File: src/model_settings.svh
`ifndef MODEL_SETTINGS_SVH
`define MODEL_SETTINGS_SVH

// Datapath widths
`define ACT_W           8
`define WGT_W           8
`define BIAS_W          16
`define ACC_W           24
`define SCALE_W         5   // Right shift amount

// Shared weight write bus
`define WR_DATA_W       32
`define WR_ADDR_W       32

// Layer sizes, layer 2 input is layer 1 output
`define L1_IN_CH        3
`define L1_OUT_CH       4
`define L2_OUT_CH       2

`define FIFO_DEPTH      16

// Weight address map, one value per address
`define L1_KERNEL_BASE  0   // 12 weights, out channel major
`define L1_BIAS_BASE    12  // 4 biases
`define L1_SCALE_BASE   16
`define L2_KERNEL_BASE  17  // 8 weights
`define L2_BIAS_BASE    25  // 2 biases
`define L2_SCALE_BASE   27

`endif

File: src/model_pkg.sv
`include "model_settings.svh"

package model_pkg;

    typedef logic        [`ACT_W-1:0]   act_t;      // Unsigned activation
    typedef logic signed [`WGT_W-1:0]   weight_t;
    typedef logic signed [`BIAS_W-1:0]  bias_t;
    typedef logic signed [`ACC_W-1:0]   acc_t;
    typedef logic        [`SCALE_W-1:0] scale_t;

    // Per-pixel layer sequence
    typedef enum logic [1:0] {
        LOAD,
        MAC,
        EMIT
    } conv_state_e;

endpackage

File: src/act_fifo.sv
`timescale 1ns/10ps

module act_fifo #(
    parameter int DATA_WIDTH = 32,
    parameter int DEPTH      = 16
) (
    input  logic                  clk,
    input  logic                  i_rst_n,
    input  logic                  i_wr_en,
    input  logic [DATA_WIDTH-1:0] i_wr_data,
    input  logic                  i_rd_en,
    output logic [DATA_WIDTH-1:0] o_rd_data,
    output logic                  o_empty
);

    localparam int PTR_W = (DEPTH > 1) ? $clog2(DEPTH) : 1;
    localparam int CNT_W = $clog2(DEPTH + 1);

    logic [DATA_WIDTH-1:0] mem [DEPTH];
    logic [PTR_W-1:0]      wr_ptr_q;
    logic [PTR_W-1:0]      rd_ptr_q;
    logic [CNT_W-1:0]      count_q;
    logic                  full;
    logic                  do_wr;
    logic                  do_rd;

    // Wraps for any depth, not only powers of two
    function automatic logic [PTR_W-1:0] next_ptr(input logic [PTR_W-1:0] ptr);
        return (ptr == PTR_W'(DEPTH - 1)) ? '0 : ptr + 1'b1;
    endfunction

    assign full      = (count_q == CNT_W'(DEPTH));
    assign o_empty   = (count_q == '0);
    assign do_wr     = i_wr_en && !full;    // Dropped when full
    assign do_rd     = i_rd_en && !o_empty;
    assign o_rd_data = mem[rd_ptr_q];       // Show-ahead head word

    always_ff @(posedge clk) begin
        if (do_wr) begin
            mem[wr_ptr_q] <= i_wr_data;
        end
    end

    always_ff @(posedge clk) begin
        if (!i_rst_n) begin
            wr_ptr_q <= '0;
            rd_ptr_q <= '0;
            count_q  <= '0;
        end else begin
            if (do_wr) begin
                wr_ptr_q <= next_ptr(wr_ptr_q);
            end
            if (do_rd) begin
                rd_ptr_q <= next_ptr(rd_ptr_q);
            end
            case ({do_wr, do_rd})
                2'b10:   count_q <= count_q + 1'b1;
                2'b01:   count_q <= count_q - 1'b1;
                default: count_q <= count_q;
            endcase
        end
    end

endmodule

File: src/model.sv
`timescale 1ns/10ps
`include "model_settings.svh"

module model
    import model_pkg::*;
(
    input  logic                    clk,
    input  logic                    i_rst_n,
    input  act_t [`L1_IN_CH-1:0]    i_data,
    input  logic                    i_valid,
    input  logic [`WR_DATA_W-1:0]   i_weight_wr_data,
    input  logic [`WR_ADDR_W-1:0]   i_weight_wr_addr,
    input  logic                    i_weight_wr_en,
    output act_t [`L2_OUT_CH-1:0]   o_data,
    output logic                    o_valid,
    output logic                    o_fifo_rd_en
);

    // conv_1
    act_t [`L1_OUT_CH-1:0] conv_1_data;
    logic                  conv_1_valid;

    pw_conv #(
        .IN_CH            (`L1_IN_CH),
        .OUT_CH           (`L1_OUT_CH),
        .KERNEL_BASE      (`L1_KERNEL_BASE),
        .BIAS_BASE        (`L1_BIAS_BASE),
        .SCALE_BASE       (`L1_SCALE_BASE)
    ) u_conv_1 (
        .clk              (clk),
        .i_rst_n          (i_rst_n),
        .i_data           (i_data),
        .i_valid          (i_valid),
        .i_weight_wr_en   (i_weight_wr_en),
        .i_weight_wr_addr (i_weight_wr_addr),
        .i_weight_wr_data (i_weight_wr_data),
        .o_fifo_rd_en     (o_fifo_rd_en),
        .o_data           (conv_1_data),
        .o_valid          (conv_1_valid)
    );

    act_t [`L1_OUT_CH-1:0] fifo_conv_1_rd_data;
    logic                  fifo_conv_1_empty;
    logic                  fifo_conv_1_rd_en;

    act_fifo #(
        .DATA_WIDTH       (`L1_OUT_CH * `ACT_W),
        .DEPTH            (`FIFO_DEPTH)
    ) u_fifo_conv_1 (
        .clk              (clk),
        .i_rst_n          (i_rst_n),
        .i_wr_en          (conv_1_valid),
        .i_wr_data        (conv_1_data),
        .i_rd_en          (fifo_conv_1_rd_en),
        .o_rd_data        (fifo_conv_1_rd_data),
        .o_empty          (fifo_conv_1_empty)
    );

    // conv_2, fed from the FIFO head
    pw_conv #(
        .IN_CH            (`L1_OUT_CH),
        .OUT_CH           (`L2_OUT_CH),
        .KERNEL_BASE      (`L2_KERNEL_BASE),
        .BIAS_BASE        (`L2_BIAS_BASE),
        .SCALE_BASE       (`L2_SCALE_BASE)
    ) u_conv_2 (
        .clk              (clk),
        .i_rst_n          (i_rst_n),
        .i_data           (fifo_conv_1_rd_data),
        .i_valid          (~fifo_conv_1_empty),
        .i_weight_wr_en   (i_weight_wr_en),
        .i_weight_wr_addr (i_weight_wr_addr),
        .i_weight_wr_data (i_weight_wr_data),
        .o_fifo_rd_en     (fifo_conv_1_rd_en),
        .o_data           (o_data),
        .o_valid          (o_valid)     // No back-pressure from the sink
    );

endmodule

File: src/pw_conv.sv
`timescale 1ns/10ps
`include "model_settings.svh"

module pw_conv
    import model_pkg::*;
#(
    parameter int IN_CH       = `L1_IN_CH,
    parameter int OUT_CH      = `L1_OUT_CH,
    parameter int KERNEL_BASE = `L1_KERNEL_BASE,
    parameter int BIAS_BASE   = `L1_BIAS_BASE,
    parameter int SCALE_BASE  = `L1_SCALE_BASE
) (
    input  logic                  clk,
    input  logic                  i_rst_n,
    input  act_t [IN_CH-1:0]      i_data,
    input  logic                  i_valid,
    input  logic                  i_weight_wr_en,
    input  logic [`WR_ADDR_W-1:0] i_weight_wr_addr,
    input  logic [`WR_DATA_W-1:0] i_weight_wr_data,
    output logic                  o_fifo_rd_en,
    output act_t [OUT_CH-1:0]     o_data,
    output logic                  o_valid
);

    localparam int   CH_W    = (OUT_CH > 1) ? $clog2(OUT_CH) : 1;
    localparam acc_t ACT_MAX = acc_t'({`ACT_W{1'b1}});

    weight_t kernel [OUT_CH][IN_CH];
    bias_t   bias [OUT_CH];
    scale_t  scale;

    conv_state_e       state_q;
    logic [CH_W-1:0]   ch_q;        // Output channel being computed
    act_t [IN_CH-1:0]  pixel_q;
    act_t [OUT_CH-1:0] out_q;

    acc_t mac_sum;
    acc_t relu_sum;
    acc_t shifted;
    act_t ch_result;

    weight_bank #(
        .IN_CH            (IN_CH),
        .OUT_CH           (OUT_CH),
        .KERNEL_BASE      (KERNEL_BASE),
        .BIAS_BASE        (BIAS_BASE),
        .SCALE_BASE       (SCALE_BASE)
    ) u_weight_bank (
        .clk              (clk),
        .i_rst_n          (i_rst_n),
        .i_weight_wr_en   (i_weight_wr_en),
        .i_weight_wr_addr (i_weight_wr_addr),
        .i_weight_wr_data (i_weight_wr_data),
        .o_kernel         (kernel),
        .o_bias           (bias),
        .o_scale          (scale)
    );

    // Pop the input as soon as a pixel is offered in LOAD
    assign o_fifo_rd_en = (state_q == LOAD) && i_valid;
    assign o_valid      = (state_q == EMIT);
    assign o_data       = out_q;

    // One output channel per cycle
    always_comb begin
        mac_sum = acc_t'(bias[ch_q]);
        for (int i = 0; i < IN_CH; i++) begin
            mac_sum += acc_t'(kernel[ch_q][i]) * acc_t'({1'b0, pixel_q[i]});
        end
    end

    // Requantize: ReLU, shift, clamp to 8 bits
    always_comb begin
        relu_sum  = mac_sum[`ACC_W-1] ? '0 : mac_sum;
        shifted   = relu_sum >>> scale;
        ch_result = (shifted > ACT_MAX) ? act_t'(ACT_MAX) : act_t'(shifted);
    end

    always_ff @(posedge clk) begin
        if (!i_rst_n) begin
            state_q <= LOAD;
            ch_q    <= '0;
        end else begin
            case (state_q)
                LOAD: begin
                    if (i_valid) begin
                        state_q <= MAC;
                        ch_q    <= '0;
                    end
                end
                MAC: begin
                    if (ch_q == CH_W'(OUT_CH - 1)) begin
                        state_q <= EMIT;
                    end else begin
                        ch_q <= ch_q + 1'b1;
                    end
                end
                EMIT: begin
                    state_q <= LOAD;    // Ready again next cycle
                end
                default: begin
                    state_q <= LOAD;
                end
            endcase
        end
    end

    always_ff @(posedge clk) begin
        if (o_fifo_rd_en) begin
            pixel_q <= i_data;
        end
        if (state_q == MAC) begin
            out_q[ch_q] <= ch_result;
        end
    end

endmodule

File: src/weight_bank.sv
`timescale 1ns/10ps
`include "model_settings.svh"

module weight_bank
    import model_pkg::*;
#(
    parameter int IN_CH       = `L1_IN_CH,
    parameter int OUT_CH      = `L1_OUT_CH,
    parameter int KERNEL_BASE = `L1_KERNEL_BASE,
    parameter int BIAS_BASE   = `L1_BIAS_BASE,
    parameter int SCALE_BASE  = `L1_SCALE_BASE
) (
    input  logic                  clk,
    input  logic                  i_rst_n,
    input  logic                  i_weight_wr_en,
    input  logic [`WR_ADDR_W-1:0] i_weight_wr_addr,
    input  logic [`WR_DATA_W-1:0] i_weight_wr_data,
    output weight_t               o_kernel [OUT_CH][IN_CH],
    output bias_t                 o_bias [OUT_CH],
    output scale_t                o_scale
);

    always_ff @(posedge clk) begin
        if (!i_rst_n) begin
            for (int c = 0; c < OUT_CH; c++) begin
                for (int i = 0; i < IN_CH; i++) begin
                    o_kernel[c][i] <= '0;
                end
                o_bias[c] <= '0;
            end
            o_scale <= '0;
        end else if (i_weight_wr_en) begin
            // Each register answers to exactly one address
            for (int c = 0; c < OUT_CH; c++) begin
                for (int i = 0; i < IN_CH; i++) begin
                    if (i_weight_wr_addr == `WR_ADDR_W'(KERNEL_BASE + c * IN_CH + i)) begin
                        o_kernel[c][i] <= weight_t'(i_weight_wr_data[`WGT_W-1:0]);
                    end
                end
                if (i_weight_wr_addr == `WR_ADDR_W'(BIAS_BASE + c)) begin
                    o_bias[c] <= bias_t'(i_weight_wr_data[`BIAS_W-1:0]);
                end
            end
            if (i_weight_wr_addr == `WR_ADDR_W'(SCALE_BASE)) begin
                o_scale <= i_weight_wr_data[`SCALE_W-1:0];  // Low bits only
            end
        end
    end

endmodule
File: config.mk
export PLATFORM = sky130hd
export DESIGN_NAME = model
export DESIGN_NICKNAME = d
export VERILOG_FILES = /design/src/model_pkg.sv /design/src/act_fifo.sv /design/src/model.sv /design/src/pw_conv.sv /design/src/weight_bank.sv
export VERILOG_INCLUDE_DIRS = /design/src
export SDC_FILE = /design/constraint.sdc
export NUM_CORES = 2
export LEC_CHECK = 0
export BUFFER_PORTS_ARGS = -buffer_cell sky130_fd_sc_hd__buf_2
export CAP_MARGIN = 20
export CORE_ASPECT_RATIO = 1.1
export CORE_MARGIN = 10
export CORE_UTILIZATION = 62
export DETAILED_ROUTE_END_ITERATION = 16
export GPL_TIMING_DRIVEN = 0
export MAX_ROUTING_LAYER = met4
export PLACE_DENSITY_LB_ADDON = 0.12
export SLEW_MARGIN = 40
export SYNTH_ARGS = -nofsm -noshare
export SYNTH_HDL_FRONTEND = slang
export SYNTH_HIERARCHICAL = 1
export SYNTH_SLANG_ARGS = --single-unit
File: constraint.sdc
create_clock -name clk -period 13.09 [get_ports clk]
set_clock_uncertainty 0.05 [all_clocks]
set_input_delay 0 -clock clk [delete_from_list [all_inputs] [get_ports clk]]
set_output_delay 0 -clock clk [all_outputs]
set_load 0.02 [all_outputs]
# Word-level counts from Yosys, hierarchy flattened
# Memories as Yosys holds them, arrays and structs flattened. A register that Yosys moved wholly into a read port is not among the register bits.
# Cells that the tools add are included.
# W data, S select, Z words.
# classes
magnitude_cmp	8
n_shift	2
bitwise_logic	3
add_sub_neg	13
eq_ne	42
n_reduce_logical	47
multipliers	7
mux	39
div	0
# op_table
cell	count
$eq A32 B5 Y1 const B	12
$eq A32 B4 Y1 const B	8
$eq A32 B3 Y1 const B	4
$add A24 B24 Y24	5
$mul A8 B9 Y17	7
$mux W32	3
$mux W16	5
$eq A32 B2 Y1 const B	2
$reduce_and A2 Y1	31
$bmux W24 S2	1
$gt A24 B9 Y1 const B	2
$mux W24	2
$sshr A24 B5 Y24	2
$mux W23	2
$add A16 B17 Y18	2
$bmux W16 S2	1
$bwmux W32	1
$eq A32 B1 Y1 const B	1
$logic_not A32 Y1	1
$mux W8	4
$bwmux W16	1
$demux W8 S2	1
$mux W2	6
$pmux W2 S2	3
other kinds (31)	54
# word_totals
output_inout_bits	18
elab_cells	206
rom_bits	0
input_bits	92
ramBits	512
regBits	358
n_memories	1
latchBits	0
# mem_list
name	depth	word_bits	rd	rd_ports_with_merged_regs	wr	line	rtl
u_fifo_conv_1.mem	16	32	1	1	1	act_fifo.sv:19	logic [DATA_WIDTH-1:0] mem [DEPTH];

# Logic depth before layout (Yosys ltp)
# logic_depth
word_depth	14
depth_mapped	33

# Modules after synthesis
# Netlist, hierarchy kept.
# modules_own_cells
module	area_each_um2	cells_per_inst	seq_area_each_um2	n_inst
act_fifo	20345.8	822	15715.1	1
pw_conv at u_conv_2	13972.2	1474	1501.4	1
pw_conv at u_conv_1	12174.2	1210	1761.7	1
weight_bank at u_conv_1.u_weight_bank	6424.9	586	3303.2	1
weight_bank at u_conv_2.u_weight_bank	3851.2	371	2021.9	1
model	3.8	1	0.0	1

# Worst setup path before layout
# OpenSTA, ideal clock, no wires.
# synth_timing
path_kind	flip-flop to flip-flop
start	register u_conv_1.ch_q[0]
end	register u_conv_1.out_q, in the netlist u_conv_1/o_data[10], data pin
arrival_time_ps	8901
path_buffers	3
required_ps	12732
stages_incl_launch_ff	30
synth_period_minus_slack_ps	9259
slack_ps	3831
setup_ps	308
cell_sequence	dfxtp_1 -> clkbuf_1 -> buf_1 -> buf_1 -> mux2i_1 -> nand2_1 -> o21ai_1 -> nor2_1 -> fa_1 -> inv_1 -> fa_1 -> fa_1 -> fa_1 -> inv_1 -> fa_1 -> fa_1 -> inv_1 -> fa_1 -> inv_1 -> ha_1 -> a21oi_1 -> and2_1 -> a21oi_1 -> a31o_2 -> a211oi_1 -> nor2_1 -> o311a_1 -> a211o_1 -> o41ai_4 -> o2111ai_1
# synth_between
elab_chain_cells	13
word_cells_on_any_way	23
classes_between	add/sub: 3; mul: 3; order compare: 3; shift: 1; mux: 11; bitwise: 1; reduce/logical: 1
# synth_lines
element	line	rtl
start, declared	pw_conv.sv:33	logic [CH_W-1:0] ch_q;
start signal, assigned	pw_conv.sv:95	ch_q <= ch_q + 1'b1;
$not A2 Y3 (implied by the code) *	pw_conv.sv:66, pw_conv.sv:68	
$bmux W24 S2	pw_conv.sv:68	mac_sum += acc_t'(kernel[ch_q][i]) * acc_t'({1'b0, pixel_q[i]});
$mux W24 (implied by the code) (2 in series)	pw_conv.sv:68	
$mul A8 B9 Y17	pw_conv.sv:68	
$add A16 B17 Y18	pw_conv.sv:68	
$add A24 B24 Y24	pw_conv.sv:68	
$add A24 B24 Y24 *	pw_conv.sv:68	
$mux W23 *	pw_conv.sv:74	relu_sum = mac_sum[`ACC_W-1] ? '0 : mac_sum;
$sshr A24 B5 Y24 *	pw_conv.sv:75	shifted = relu_sum >>> scale;
$gt A24 B9 Y1	pw_conv.sv:76	ch_result = (shifted > ACT_MAX) ? act_t'(ACT_MAX) : act_t'(shifted);
$mux W8 *	pw_conv.sv:76	
named net u_conv_1.ch_result[2]	pw_conv.sv:40	act_t ch_result;
$bwmux W32 *	pw_conv.sv:113	out_q[ch_q] <= ch_result;
end signal, assigned by index	pw_conv.sv:113	
end, declared	pw_conv.sv:35	act_t [OUT_CH-1:0] out_q;
# Mark *: on every way through the listed nets, which the timed path passes. The rest lies on a longest branch. The select of a mux whose other input is x is not followed.
# A chain may end at the register's enable or synchronous reset.

# Final worst setup path
# layout_timing
start	register u_conv_1.ch_q[0]
end	register u_conv_1.out_q, in the netlist u_conv_1/o_data[25], data pin
# The elaborated chain is that of the path after synthesis.

==> metrics.yaml <==
status: "finished clean"
top_usage_layer: "met2"
post-place-ws_ns: 1.91
critPathMostFrequentCell: "fa_1"
end_kind: "register"
dp.cells: 5793
final-setup-viol-count: 0
clock_latency_ns: 0.67
yosysTopAreaCell: "edfxtp_1"
netlist_area_um2: 56800
overflow: 0
grtUsageMet2_pct: 50.1
yosysMostFrequentCell: "inv_1"
gp_congestion: 0.949
final.setup.worst_slack_ns: 2.44
h-tree-depth: 3
hp-class: "primary input to register"
post-route-util_pct: 69.6
yosys.area.top_type_share_pct: 32.6
worst_ir_drop_vdd_v: 0.000124
hold_path.startpoint: "i_data[1]"
synth.avg_cell_area_um2: 12.7
core_area_um2: 90900
synth-seq-cells: 906
finalCriticalPeriod_ns: 10.65
stdcell_count: 6032
drive_gt1_share_pct: 13.9
yosysSeqAreaShare_pct: 42.8
gr-usage-met1_pct: 38.5
die-height_um: 337
design.die.area_um2: 104000
ios: 110
relSlewSlack_pct: 39.8
cts.sinks: 906
worst_slew_pin_slew_ns: 0.903
synth_cells: 4464
synth_cell_types: 108
synth_edf_count: 616
grt_usage_pct: 30.3
drt_iter0_drc: 3448
area_delta_synth_final_pct: 11.4
num_vias: 36645
cp.required_ns: 13.21
r2r_setup_slack_ns: 2.44
start_util_pct: 62.5
rr_worst_depth: 29
vias_per_cell: 6.08
antenna_found_initial: 3
synth_common_cells: "inv_1 (644), edfxtp_1 (616), nand2_1 (490), fa_1 (440), mux2i_1 (316)"
nets: 5600
crit_path_end: "u_conv_1/o_data[25]"
num-fill-cells: 6376
post-cts-setup-buffers: 0
r2r-end: "u_conv_1/o_data[25]"
worstSetupPathType: "register to register"
finalInstanceArea_um2: 63300
place_area_um2: 59400
fmax_mhz: 93.9
period_share_pct: 81.4
wl_mm: 150
cp-startpoint: "u_conv_1/ch_q[0]"
rsz0062_at_grt: "no"
cp.arrival_ns: 10.77
ys.warnings.count: 6
finalMaxSlewViolations: 0
grt_max_degree: 25
startpoint_type: "register"
p_leak_nw: 27.6
tns_ns: 0
cp_slowest_cell: "o41ai_4"
clock_tree.buffer_depth: 3
dr.pass1.iters: 6
p_per_area_nw_per_um2: 95.5
critPathMaxFanout: 11
power_mw: 6.04
critPathMaxStageDelay_ns: 0.68
remaining_drc_errors: 0
cts_inserted_buffers: 90
cts_root_buffer: "clkbuf_16"
use_met3_pct: 3.93
rr_startpoint: "u_conv_1/ch_q[0]"
syn_nets: 5287
hpwl_mm: 109
die_w_um: 309
synth_area_leaders: "edfxtp_1 (33%), fa_1 (16%), dfxtp_1 (10%), mux4_2 (6.7%), ha_1 (6.4%)"
tritoncts: "done"
io_buffers: 93
routedWlPerCell_um: 24.9
grt_pass1_vias: 38443
grt_pass1_wl_mm: 231
cap_viol_max_count: 0
fin_worst_hold_slack_ns: 0.0298
antenna_left: 0
clk_pin_slew_worst_paths_ns: 0.06
hold_viol: 0
synth_flop_cell: "edfxtp_1"
core.rowCount: 116
async_flop_share_pct: 0
[layout by cell type (no fill, tap or decap), drive strengths merged, types with 201 or more instances in the layout]
| cell | count |
|---|---|
| and2 | 204 |
| mux2i | 316 |
| inv | 651 |
| dfxtp | 290 |
| mux4 | 201 |
| nand2 | 491 |
| edfxtp | 616 |
| ha | 291 |
| clkbuf | 222 |
| buf | 211 |
| fa | 440 |
[layout make-up]
cell class / instances / area, um^2 / share of cell area (%)
sequential: 906 / 24300 / 38.4
tap: 1180 / 1480 / 2.33
timing repair buffer: 221 / 1670 / 2.64
clock inverter: 47 / 602 / 0.951
clock buffer: 119 / 2500 / 3.96
buffer: 165 / 925 / 1.46
antenna: 1 / 2.50 / 0.00396
inverter: 649 / 2440 / 3.85
multi-input combinational: 2744 / 29300 / 46.4
[registers in the layout, indices dropped and copies added, names as in the netlist, 16 cells and up, named ones only]
| name | cells |
|---|---|
| u_conv_1/o_data | 32 |
| u_conv_2/u_weight_bank/o_bias | 32 |
| u_conv_2/pixel_q | 32 |
| u_conv_1/u_weight_bank/o_kernel | 96 |
| u_conv_1/pixel_q | 24 |
| u_fifo_conv_1/mem | 512 |
| u_conv_2/u_weight_bank/o_kernel | 64 |
| u_conv_2/o_data | 16 |
| u_conv_1/u_weight_bank/o_bias | 64 |
[worst min-delay path by stage]
stage | end | depth (start not counted)
finish | u_conv_1/pixel_q[1] | 2
global route | u_conv_1/pixel_q[23] | 2
CTS | u_conv_1/pixel_q[17] | 2
detailed placement | u_conv_1/pixel_q[10] | 1
global placement | u_conv_1/pixel_q[3] | 1
floorplan | u_conv_1/pixel_q[0] | 0
[what timing repair did]
action | 4_1_cts | 5_1_grt
hold endpoints to repair | 259 | 0
hold buffers | 72 | 0
gates resized for setup | 0 | 0
[layer usage]
layer,routed length (um),vias up,share of wire [%]
met5,0,-,0
li1,-,16023,-
met3,11000,336,7.3
met4,5790,0,3.9
met2,74200,1630,49
met1,59000,18656,39
[worst max-delay path, delay by kind of cell, from the launching register on]
kind | cells | cell delay (ns)
adder cells (fa/ha/maj) | 8 | 3.89
AO/OA/AOI/OAI | 8 | 2.76
multiplexers | 1 | 0.28
flip-flops | 1 | 0.36
buffers and inverters | 7 | 1.51
AND/OR/NAND/NOR | 5 | 1.32
[logic make-up after synthesis]
| family | count (synthesis) | synth area share [%] |
|---|---|---|
| AOI/OAI and AO/OA | 315 | 4.10 |
| xor gates and xnor gates | 33 | 0.549 |
| and+or+nand+nor | 1111 | 10.2 |
| DFF | 906 | 42.8 |
| buffers and inverters | 814 | 5.90 |
| adders and majority gates | 731 | 21.9 |
| muxes | 554 | 14.5 |
[where the power goes]
part / switching [mW] / leakage (nW) / total [mW] / internal [mW]
sequential: 0.0352 / 7.90 / 3.11 / 3.08
clock: 1.15 / 1.51 / 2.69 / 1.54
combinational: 0.162 / 18.1 / 0.236 / 0.0739
total: 1.35 / 27.6 / 6.04 / 4.69
No activity file was read; power rests on OpenSTA's default activity.
